`src/ex_pkg.sv`:
```
package ex_pkg;

    localparam int XLEN   = 32;
    localparam int REG_AW = 5;

    // alu op is one-hot, these are bit positions
    localparam int ALU_OP_W = 12;
    localparam int ALU_ADD  = 0;
    localparam int ALU_SUB  = 1;
    localparam int ALU_SLT  = 2;
    localparam int ALU_SLTU = 3;
    localparam int ALU_AND  = 4;
    localparam int ALU_NOR  = 5;
    localparam int ALU_OR   = 6;
    localparam int ALU_XOR  = 7;
    localparam int ALU_SLL  = 8;
    localparam int ALU_SRL  = 9;
    localparam int ALU_SRA  = 10;
    localparam int ALU_LUI  = 11;

    // multiply op codes
    localparam int MUL_OP_W = 2;
    localparam logic [MUL_OP_W-1:0] MUL_LO  = 2'd0;   // low word
    localparam logic [MUL_OP_W-1:0] MUL_HI  = 2'd1;   // signed high word
    localparam logic [MUL_OP_W-1:0] MUL_HIU = 2'd2;   // unsigned high word

    localparam int MUL_STEPS = 32;   // one multiplier bit per cycle

endpackage

```
`src/operand_fwd.sv`:
```
`timescale 1ns/10ps

module operand_fwd (
    input  logic [ex_pkg::REG_AW-1:0] rf_raddr1,
    input  logic [ex_pkg::REG_AW-1:0] rf_raddr2,
    input  logic [ex_pkg::XLEN-1:0]   rj_value_rf,
    input  logic [ex_pkg::XLEN-1:0]   rkd_value_rf,
    input  logic                      fwd1_valid,
    input  logic                      fwd1_we,
    input  logic [ex_pkg::REG_AW-1:0] fwd1_dest,
    input  logic [ex_pkg::XLEN-1:0]   fwd1_data,
    input  logic                      fwd2_valid,
    input  logic                      fwd2_we,
    input  logic [ex_pkg::REG_AW-1:0] fwd2_dest,
    input  logic [ex_pkg::XLEN-1:0]   fwd2_data,
    input  logic [ex_pkg::XLEN-1:0]   pc,
    input  logic [ex_pkg::XLEN-1:0]   imm,
    input  logic                      src1_is_pc,
    input  logic                      src2_is_imm,
    input  logic                      src2_is_4,
    output logic [ex_pkg::XLEN-1:0]   rj_value,
    output logic [ex_pkg::XLEN-1:0]   rkd_value,
    output logic [ex_pkg::XLEN-1:0]   src1,
    output logic [ex_pkg::XLEN-1:0]   src2
);
    import ex_pkg::*;

    logic fwd1_rj;
    logic fwd2_rj;
    logic fwd1_rkd;
    logic fwd2_rkd;

    // r0 is hardwired, a write to it is never forwarded
    function automatic logic hit(input logic valid, input logic we,
                                 input logic [REG_AW-1:0] wdest,
                                 input logic [REG_AW-1:0] raddr);
        return valid && we && (wdest != '0) && (wdest == raddr);
    endfunction

    assign fwd1_rj  = hit(fwd1_valid, fwd1_we, fwd1_dest, rf_raddr1);
    assign fwd2_rj  = hit(fwd2_valid, fwd2_we, fwd2_dest, rf_raddr1);
    assign fwd1_rkd = hit(fwd1_valid, fwd1_we, fwd1_dest, rf_raddr2);
    assign fwd2_rkd = hit(fwd2_valid, fwd2_we, fwd2_dest, rf_raddr2);

    // lane 2 is the younger write
    assign rj_value  = fwd2_rj  ? fwd2_data : fwd1_rj  ? fwd1_data : rj_value_rf;
    assign rkd_value = fwd2_rkd ? fwd2_data : fwd1_rkd ? fwd1_data : rkd_value_rf;

    assign src1 = src1_is_pc ? pc : rj_value;
    assign src2 = src2_is_imm ? imm :
                  src2_is_4   ? XLEN'(4) :   // link address pc+4
                  rkd_value;

endmodule

```
`src/alu.sv`:
```
`timescale 1ns/10ps

module alu (
    input  logic [ex_pkg::ALU_OP_W-1:0] alu_op,
    input  logic [ex_pkg::XLEN-1:0]     alu_src1,
    input  logic [ex_pkg::XLEN-1:0]     alu_src2,
    output logic [ex_pkg::XLEN-1:0]     alu_result,
    output logic                        zero,
    output logic                        less
);
    import ex_pkg::*;

    logic            do_sub;
    logic [XLEN-1:0] adder_b;
    logic [XLEN:0]   adder_sum;   // top bit is carry out
    logic            slt_res;
    logic            sltu_res;
    logic [4:0]      shamt;
    logic [XLEN-1:0] sll_res;
    logic [XLEN-1:0] srl_res;
    logic [XLEN-1:0] sra_res;

    // sub and both compares go through the same adder
    assign do_sub    = alu_op[ALU_SUB] | alu_op[ALU_SLT] | alu_op[ALU_SLTU];
    assign adder_b   = do_sub ? ~alu_src2 : alu_src2;
    assign adder_sum = {1'b0, alu_src1} + {1'b0, adder_b} + (XLEN+1)'(do_sub);

    // signs differ: src1 negative means less, else look at the difference
    assign slt_res  = (alu_src1[XLEN-1] & ~alu_src2[XLEN-1])
                    | (~(alu_src1[XLEN-1] ^ alu_src2[XLEN-1]) & adder_sum[XLEN-1]);
    assign sltu_res = ~adder_sum[XLEN];   // borrow out

    assign zero = (adder_sum[XLEN-1:0] == '0);
    assign less = alu_op[ALU_SLTU] ? sltu_res : slt_res;

    assign shamt   = alu_src2[4:0];
    assign sll_res = alu_src1 << shamt;
    assign srl_res = alu_src1 >> shamt;
    assign sra_res = XLEN'($signed(alu_src1) >>> shamt);

    assign alu_result = ({XLEN{alu_op[ALU_ADD] | alu_op[ALU_SUB]}} & adder_sum[XLEN-1:0])
                      | ({XLEN{alu_op[ALU_SLT]}}  & XLEN'(slt_res))
                      | ({XLEN{alu_op[ALU_SLTU]}} & XLEN'(sltu_res))
                      | ({XLEN{alu_op[ALU_AND]}}  & (alu_src1 & alu_src2))
                      | ({XLEN{alu_op[ALU_NOR]}}  & ~(alu_src1 | alu_src2))
                      | ({XLEN{alu_op[ALU_OR]}}   & (alu_src1 | alu_src2))
                      | ({XLEN{alu_op[ALU_XOR]}}  & (alu_src1 ^ alu_src2))
                      | ({XLEN{alu_op[ALU_SLL]}}  & sll_res)
                      | ({XLEN{alu_op[ALU_SRL]}}  & srl_res)
                      | ({XLEN{alu_op[ALU_SRA]}}  & sra_res)
                      | ({XLEN{alu_op[ALU_LUI]}}  & alu_src2);   // imm already shifted

endmodule

```
`src/branch_cond.sv`:
```
`timescale 1ns/10ps

module branch_cond (
    input  logic                    ds_valid,
    input  logic                    may_jump,
    input  logic                    use_rj_value,
    input  logic                    use_less,
    input  logic                    need_less,
    input  logic                    use_zero,
    input  logic                    need_zero,
    input  logic                    pre_jump,
    input  logic                    less,
    input  logic                    zero,
    input  logic [ex_pkg::XLEN-1:0] pc,
    input  logic [ex_pkg::XLEN-1:0] rj_value,
    input  logic [ex_pkg::XLEN-1:0] imm,
    output logic                    br_flush,
    output logic [ex_pkg::XLEN-1:0] br_target
);
    import ex_pkg::*;

    logic            less_ok;
    logic            zero_ok;
    logic            taken;
    logic [XLEN-1:0] base;

    // an unused flag always passes
    assign less_ok = !use_less || (less == need_less);
    assign zero_ok = !use_zero || (zero == need_zero);
    assign taken   = may_jump && less_ok && zero_ok;

    assign base      = use_rj_value ? rj_value : pc;   // jirl is register relative
    assign br_target = taken ? base + imm : pc + XLEN'(4);

    // decode guessed wrong
    assign br_flush = ds_valid && (taken != pre_jump);

endmodule

```
`src/mul_unit.sv`:
```
`timescale 1ns/10ps

module mul_unit (
    input  logic                        clk,
    input  logic                        reset,
    input  logic                        mul_start,
    input  logic [ex_pkg::MUL_OP_W-1:0] mul_op,
    input  logic [ex_pkg::XLEN-1:0]     mul_a,
    input  logic [ex_pkg::XLEN-1:0]     mul_b,
    input  logic                        accept,
    output logic [ex_pkg::XLEN-1:0]     mul_result,
    output logic                        mul_done
);
    import ex_pkg::*;

    logic                           busy;
    logic                           load;
    logic [$clog2(MUL_STEPS+1)-1:0] step;
    logic [2*XLEN-1:0]              acc;
    logic [2*XLEN-1:0]              mcand;
    logic [XLEN-1:0]                mplier;
    logic [MUL_OP_W-1:0]            op_r;
    logic                           neg_r;
    logic                           is_signed;
    logic [XLEN-1:0]                mag_a;
    logic [XLEN-1:0]                mag_b;

    assign is_signed = (mul_op == MUL_HI);
    assign mag_a     = (is_signed && mul_a[XLEN-1]) ? -mul_a : mul_a;
    assign mag_b     = (is_signed && mul_b[XLEN-1]) ? -mul_b : mul_b;
    assign load      = mul_start && !busy && !mul_done;   // no restart until accepted

    always_ff @(posedge clk)
    begin
        if (reset)
        begin
            busy     <= 1'b0;
            mul_done <= 1'b0;
            step     <= '0;
        end
        else if (busy)
        begin
            step <= step + 1'b1;
            if (step == MUL_STEPS)   // sign fix-up cycle
            begin
                busy     <= 1'b0;
                mul_done <= 1'b1;
            end
        end
        else if (load)
        begin
            busy <= 1'b1;
            step <= '0;
        end
        else if (accept)
            mul_done <= 1'b0;
    end

    // shift-add on magnitudes
    always_ff @(posedge clk)
    begin
        if (load)
        begin
            acc    <= '0;
            mcand  <= {{XLEN{1'b0}}, mag_a};
            mplier <= mag_b;
            op_r   <= mul_op;
            neg_r  <= is_signed && (mul_a[XLEN-1] ^ mul_b[XLEN-1]);
        end
        else if (busy)
        begin
            if (step == MUL_STEPS)
                acc <= neg_r ? -acc : acc;
            else
            begin
                if (mplier[0])
                    acc <= acc + mcand;
                mcand  <= mcand << 1;
                mplier <= mplier >> 1;
            end
        end
    end

    always_comb
    begin
        case (op_r)
            MUL_LO:          mul_result = acc[XLEN-1:0];
            MUL_HI, MUL_HIU: mul_result = acc[2*XLEN-1:XLEN];
            default:         mul_result = acc[XLEN-1:0];
        endcase
    end

endmodule

```
`src/ex_result_reg.sv`:
```
`timescale 1ns/10ps

module ex_result_reg (
    input  logic                      clk,
    input  logic                      reset,
    input  logic                      ds_valid,
    input  logic                      my_ok,
    input  logic                      another_ok,
    input  logic                      ws_ready,
    input  logic                      gr_we,
    input  logic [ex_pkg::REG_AW-1:0] dest,
    input  logic [ex_pkg::XLEN-1:0]   pc,
    input  logic [ex_pkg::XLEN-1:0]   final_result,
    output logic                      es_ready,
    output logic                      es_to_ws_valid,
    output logic                      ws_we,
    output logic [ex_pkg::REG_AW-1:0] ws_dest,
    output logic [ex_pkg::XLEN-1:0]   ws_data,
    output logic [ex_pkg::XLEN-1:0]   ws_pc
);
    import ex_pkg::*;

    typedef enum logic [1:0] {
        st_idle,
        st_wait_self,
        st_wait_partner
    } state_t;

    state_t          state;
    state_t          state_nxt;
    logic            held;
    logic            accept;
    logic [XLEN-1:0] hold_r;
    logic [XLEN-1:0] issue_result;

    assign held         = (state == st_wait_partner);
    assign es_ready     = ws_ready && my_ok && another_ok;   // both lanes leave together
    assign accept       = ds_valid && es_ready;
    assign issue_result = held ? hold_r : final_result;

    // pairing with the other lane
    always_comb
    begin
        state_nxt = state;
        if (accept)
            state_nxt = st_idle;
        else if (ds_valid)
        begin
            case (state)
                st_idle, st_wait_self:
                begin
                    if (!my_ok)
                        state_nxt = st_wait_self;
                    else if (!another_ok)
                        state_nxt = st_wait_partner;
                    else
                        state_nxt = st_idle;   // only writeback is stalling
                end
                st_wait_partner: state_nxt = st_wait_partner;
                default:         state_nxt = st_idle;
            endcase
        end
    end

    always_ff @(posedge clk)
    begin
        if (reset)
            state <= st_idle;
        else
            state <= state_nxt;
    end

    // freeze own result while the partner catches up
    always_ff @(posedge clk)
    begin
        if (!held && state_nxt == st_wait_partner)
            hold_r <= final_result;
    end

    always_ff @(posedge clk)
    begin
        if (reset)
            es_to_ws_valid <= 1'b0;
        else if (ws_ready)
            es_to_ws_valid <= accept;   // held as is under back-pressure
    end

    always_ff @(posedge clk)
    begin
        if (accept)
        begin
            ws_we   <= gr_we;
            ws_dest <= dest;
            ws_data <= issue_result;
            ws_pc   <= pc;
        end
    end

endmodule

```
`src/ex_stage.sv`:
```
`timescale 1ns/10ps

module ex_stage (
    input  logic                        clk,
    input  logic                        reset,
    // from decode
    input  logic                        ds_valid,
    output logic                        es_ready,
    input  logic [ex_pkg::ALU_OP_W-1:0] alu_op,
    input  logic                        mul_en,
    input  logic [ex_pkg::MUL_OP_W-1:0] mul_op,
    input  logic                        src1_is_pc,
    input  logic                        src2_is_imm,
    input  logic                        src2_is_4,
    input  logic [ex_pkg::XLEN-1:0]     imm,
    input  logic [ex_pkg::XLEN-1:0]     pc,
    input  logic [ex_pkg::REG_AW-1:0]   rf_raddr1,
    input  logic [ex_pkg::REG_AW-1:0]   rf_raddr2,
    input  logic [ex_pkg::XLEN-1:0]     rj_value_rf,
    input  logic [ex_pkg::XLEN-1:0]     rkd_value_rf,
    input  logic                        gr_we,
    input  logic [ex_pkg::REG_AW-1:0]   dest,
    input  logic                        may_jump,
    input  logic                        use_rj_value,
    input  logic                        use_less,
    input  logic                        need_less,
    input  logic                        use_zero,
    input  logic                        need_zero,
    input  logic                        pre_jump,
    // forwarding, one per writeback lane
    input  logic                        fwd1_valid,
    input  logic                        fwd1_we,
    input  logic [ex_pkg::REG_AW-1:0]   fwd1_dest,
    input  logic [ex_pkg::XLEN-1:0]     fwd1_data,
    input  logic                        fwd2_valid,
    input  logic                        fwd2_we,
    input  logic [ex_pkg::REG_AW-1:0]   fwd2_dest,
    input  logic [ex_pkg::XLEN-1:0]     fwd2_data,
    // to writeback
    output logic                        es_to_ws_valid,
    output logic                        ws_we,
    output logic [ex_pkg::REG_AW-1:0]   ws_dest,
    output logic [ex_pkg::XLEN-1:0]     ws_data,
    output logic [ex_pkg::XLEN-1:0]     ws_pc,
    input  logic                        ws_ready,
    // lane pairing
    input  logic                        another_ok,
    output logic                        my_ok,
    output logic                        br_flush,
    output logic [ex_pkg::XLEN-1:0]     br_target
);
    import ex_pkg::*;

    logic [XLEN-1:0] rj_value;
    logic [XLEN-1:0] rkd_value;
    logic [XLEN-1:0] src1;
    logic [XLEN-1:0] src2;
    logic [XLEN-1:0] alu_result;
    logic            zero;
    logic            less;
    logic            br_mispredict;
    logic [XLEN-1:0] mul_result;
    logic            mul_done;
    logic            mul_start;
    logic            accept;
    logic [XLEN-1:0] final_result;

    assign accept       = ds_valid && es_ready;
    assign my_ok        = !ds_valid || !mul_en || mul_done;
    assign mul_start    = ds_valid && mul_en && !mul_done;   // ignored while unit is busy
    assign final_result = mul_en ? mul_result : alu_result;
    assign br_flush     = br_mispredict && accept;

    operand_fwd u_operand_fwd (
        .rf_raddr1    (rf_raddr1),
        .rf_raddr2    (rf_raddr2),
        .rj_value_rf  (rj_value_rf),
        .rkd_value_rf (rkd_value_rf),
        .fwd1_valid   (fwd1_valid),
        .fwd1_we      (fwd1_we),
        .fwd1_dest    (fwd1_dest),
        .fwd1_data    (fwd1_data),
        .fwd2_valid   (fwd2_valid),
        .fwd2_we      (fwd2_we),
        .fwd2_dest    (fwd2_dest),
        .fwd2_data    (fwd2_data),
        .pc           (pc),
        .imm          (imm),
        .src1_is_pc   (src1_is_pc),
        .src2_is_imm  (src2_is_imm),
        .src2_is_4    (src2_is_4),
        .rj_value     (rj_value),
        .rkd_value    (rkd_value),
        .src1         (src1),
        .src2         (src2)
    );

    alu u_alu (
        .alu_op     (alu_op),
        .alu_src1   (src1),
        .alu_src2   (src2),
        .alu_result (alu_result),
        .zero       (zero),
        .less       (less)
    );

    branch_cond u_branch_cond (
        .ds_valid     (ds_valid),
        .may_jump     (may_jump),
        .use_rj_value (use_rj_value),
        .use_less     (use_less),
        .need_less    (need_less),
        .use_zero     (use_zero),
        .need_zero    (need_zero),
        .pre_jump     (pre_jump),
        .less         (less),
        .zero         (zero),
        .pc           (pc),
        .rj_value     (rj_value),
        .imm          (imm),
        .br_flush     (br_mispredict),
        .br_target    (br_target)
    );

    // multiplies read the registers directly
    mul_unit u_mul_unit (
        .clk        (clk),
        .reset      (reset),
        .mul_start  (mul_start),
        .mul_op     (mul_op),
        .mul_a      (rj_value),
        .mul_b      (rkd_value),
        .accept     (accept),
        .mul_result (mul_result),
        .mul_done   (mul_done)
    );

    ex_result_reg u_ex_result_reg (
        .clk            (clk),
        .reset          (reset),
        .ds_valid       (ds_valid),
        .my_ok          (my_ok),
        .another_ok     (another_ok),
        .ws_ready       (ws_ready),
        .gr_we          (gr_we),
        .dest           (dest),
        .pc             (pc),
        .final_result   (final_result),
        .es_ready       (es_ready),
        .es_to_ws_valid (es_to_ws_valid),
        .ws_we          (ws_we),
        .ws_dest        (ws_dest),
        .ws_data        (ws_data),
        .ws_pc          (ws_pc)
    );

endmodule

```
`config.mk`:
```
export PLATFORM = sky130hd
export DESIGN_NAME = ex_stage
export DESIGN_NICKNAME = d
export VERILOG_FILES = /design/src/ex_pkg.sv /design/src/operand_fwd.sv /design/src/alu.sv /design/src/branch_cond.sv /design/src/mul_unit.sv /design/src/ex_result_reg.sv /design/src/ex_stage.sv
export SDC_FILE = /design/constraint.sdc
export NUM_CORES = 2
export LEC_CHECK = 0
export BUFFER_PORTS_ARGS = -buffer_cell sky130_fd_sc_hd__buf_2
export CAP_MARGIN = 30
export CORE_ASPECT_RATIO = 1.1
export CORE_MARGIN = 2
export CORE_UTILIZATION = 30
export DETAILED_ROUTE_END_ITERATION = 12
export PLACE_DENSITY = 0.59
export SYNTH_ARGS = -nofsm -noshare
export SYNTH_HDL_FRONTEND = slang
export SYNTH_HIERARCHICAL = 1
export SYNTH_SLANG_ARGS = --single-unit
```
`constraint.sdc`:
```
create_clock -name clk -period 19.6 [get_ports clk]
set_clock_uncertainty 0.2 [all_clocks]
set_input_delay 3.92 -clock clk [delete_from_list [all_inputs] [get_ports clk]]
set_output_delay 3.92 -clock clk [all_outputs]
set_load 0.02 [all_outputs]
```
==> impl_metrics.yaml <==
global_routing:
  antenna_found_initial: 6
  grt_usage_pct: 25.50
  grt_max_degree: 91
  grt_overflow_total: 0
  grt_pass1_wl_um: 206400
  grt_pass1_vias: 30960
worst_setup_path:
  start_kind: "primary input"
  cpMostUsedCell: "nand2_1"
  critical_path_buf_inv_count: 5
  cp-end-kind: "output port"
  critical_path_class: "in -> out"
  arrival_ns: 11.55
  path_max_fanout: 51
  cpPeakStageDelay_ns: 0.67
  critPathSlowestCell: "and3_2"
  crit_family: "simple AND/OR/NAND/NOR gates"
  required_ns: 15.48
logic_synthesis:
  synth.distinct_cells: 114
  synthCells: 3925
  postSynthNetCount: 4377
  synth_edf_count: 169
  synth_seq_cells: 276
  syn-cell-area_mm2: 0.03135
  async_flop_share_pct: 0
  ys_warn_count: 6
  synthFlopType: "edfxtp_1"
  syn-mean-instance-area_um2: 7.986
  ys_seq_area_share_pct: 23.02
clocking:
  clkTransAtPathRegs_ns: 0.06
  cts_hold_buf: 0
  htree_levels: 2
  cts_tree: "yes"
  clk_latency_ns: 0.61
  post_cts_buffers: 0
  clock-sinks: 276
  cts_resized: 0
  cts_root_buf: "clkbuf_16"
  clock_path_buffers: 3
  cts_buffers: 38
sta:
  hold_violations: 0
  slew_headroom_pct: 29.96
  setup_ws_ns: 3.931
  period_minus_slack_ns: 15.67
  worst_pin_slew_ns: 1.051
  finalSetupTns_ns: 0
  timing.fmax_ghz: 0.06382
  setup_viol: 0
  slew_viol_final: 0
  grt_setup_unrepaired: "no"
  timing.final.crit_share_pct: 79.95
die:
  coreArea_mm2: 0.1038
  dieArea_mm2: 0.1071
  io_pins: 358
  num_rows: 124
  die_x_um: 312.2
  die_y_um: 343.0
  start_util_pct: 30.20
cells_and_area:
  layout_common_cells: "nand2_1, a21oi_1, buf_2"
  drive_above_1_share_pct: 18.63
  nets: 4597
  mostFrequentLayoutCell: "nand2_1"
  fill_cells: 10980
  final_core_util_pct: 34.52
  area_growth_pct: 14.29
  layoutNonFillerInstCount: 5562
route:
  ant_nets: 0
  drtIter0Drc: 3452
  first_pass_iters: 9
  wl_per_cell_um: 25.72
  post_drt_via_cell_ratio: 5.851
  routed_wl_um: 143000
  drcViolationCount: 0
  vias: 32540
place:
  io_buffer_count: 357
  gp_congestion: 1.043
  dp.final_hpwl_um: 113200
  dpl_worst_slack_ns: 4.127
  dp_cells: 5491
power:
  power_mw: 2.695
  leakage_nw: 14.25
  peakVddDrop_uv: 62.14
  powerDensity_mw_per_mm2: 75.23
status:
  status: "finished clean"
run:
  drv_cap: 0
hold_path:
  hp-class: "reg -> reg"
-- final timing paths --
path | endpoint | slack, ns | start | cells past startpoint
max | br_target[28] | 3.93 | fwd2_dest[1] | 27
min | u_mul_unit/mcand[57] | 0.27 | u_mul_unit/mcand[56] | 2
max reg2reg | u_mul_unit/acc[51] | 15.21 | u_mul_unit/acc[4] | 11
min reg2reg | u_mul_unit/mcand[57] | 0.27 | u_mul_unit/mcand[56] | 2
-- sequential cells by signal (all words and copies together), names as in the netlist, 5 cells and up --
| signal | cells |
|---|---|
| u_ex_result_reg/hold_r | 32 |
| u_ex_result_reg/ws_data | 32 |
| u_ex_result_reg/ws_dest | 5 |
| u_ex_result_reg/ws_pc | 32 |
| u_mul_unit/acc | 64 |
| u_mul_unit/mcand | 64 |
| u_mul_unit/mplier | 32 |
| u_mul_unit/step | 6 |
-- layout make-up --
cell class                      instances  area [um2]  area share (%)
Clock buffer                           42       997.2           2.783
Sequential cell                       276        7217           20.14
Tap cell                             1386        1734           4.840
Inverter                              154       578.1           1.613
Clock inverter                         28       379.1           1.058
Multi-Input combinational cell       3245       22550           62.95
Timing Repair Buffer                  430        2367           6.608
Antenna cell                            1       2.502        0.006985
-- worst reg2reg max path, delay by kind of cell, from the launching register on --
| family | cells | cell delay [ns] |
|---|---|---|
| AOI/OAI and AO/OA | 9 | 2.96 |
| DFF | 1 | 0.49 |
| adders and majority gates | 1 | 0.36 |
| xor gates and xnor gates | 1 | 0.25 |
-- cells by family after synthesis --
| logic type | count (synthesis) | share of synthesized area [%] |
|---|---|---|
| xor gates and xnor gates | 245 | 6.845 |
| AOI/OAI and AO/OA | 1253 | 26.16 |
| buffers and inverters | 404 | 5.500 |
| muxes | 313 | 11.84 |
| DFF | 276 | 23.02 |
| and+or+nand+nor | 1234 | 18.58 |
| adders and majority gates | 200 | 8.055 |
-- cells in the mapped netlist (15+ instances only) --
master / count / area [um2]
nand2_1: 420 / 1577
a21oi_1: 364 / 1822
nor2_1: 340 / 1276
o21ai_0: 337 / 1687
ha_1: 197 / 2465
clkbuf_1: 195 / 732.0
edfxtp_1: 169 / 5075
mux2i_1: 160 / 1602
inv_1: 152 / 570.6
xnor2_1: 144 / 1261
nor3_1: 118 / 590.6
dfxtp_1: 107 / 2142
xor2_1: 101 / 884.6
mux2_2: 80 / 900.9
nand3_1: 79 / 395.4
a21o_1: 73 / 548.0
mux2_4: 58 / 870.8
a31oi_1: 40 / 250.2
nand4_1: 40 / 250.2
nand2b_1: 33 / 206.5
a211oi_1: 32 / 240.2
a221oi_2: 31 / 465.5
a32oi_1: 31 / 271.5
o22ai_1: 31 / 193.9
a222oi_1: 30 / 300.3
and3_1: 30 / 187.7
nor4_1: 29 / 181.4
o211ai_1: 27 / 202.7
buf_1: 26 / 97.59
o21ai_1: 24 / 120.1
a22oi_1: 22 / 165.2
o31ai_1: 22 / 165.2
or3_1: 20 / 125.1
a211o_1: 18 / 157.7
a221oi_1: 17 / 148.9
and2_1: 17 / 106.4
nor2b_1: 17 / 106.4
mux4_2: 15 / 337.8
o21bai_1: 15 / 112.6
or2_2: 15 / 93.84
-- routing by layer --
| layer | vias to the layer above | global-route usage [%] | wire length (um) |
|---|---|---|---|
| met5 | - | 0 | 21 |
| met4 | 4 | 14.13 | 8722 |
| met1 | 15540 | 31.03 | 56990 |
| met3 | 336 | 4.098 | 10380 |
| li1 | 15070 | - | - |
| met2 | 1598 | 42.93 | 66930 |
-- report_power, final --
part / switching (mW) / leakage [nW] / internal [mW]
logic: 0.750 / 11.1 / 0.427
registers: 0.0648 / 2.45 / 0.676
clock network: 0.301 / 0.673 / 0.476
total: 1.12 / 14.2 / 1.58
-- per-stage QoR --
stage | area, um2 | hold WS (ns)
after floorplan | 31350 | 0.2488
after global placement | 34400 | 0.2657
after detailed placement | 34450 | 0.2723
after CTS | 35820 | 0.2753
after global routing | 35820 | 0.2910
final | 35830 | 0.2682
Note: power is estimated with default switching activity, not from simulation.
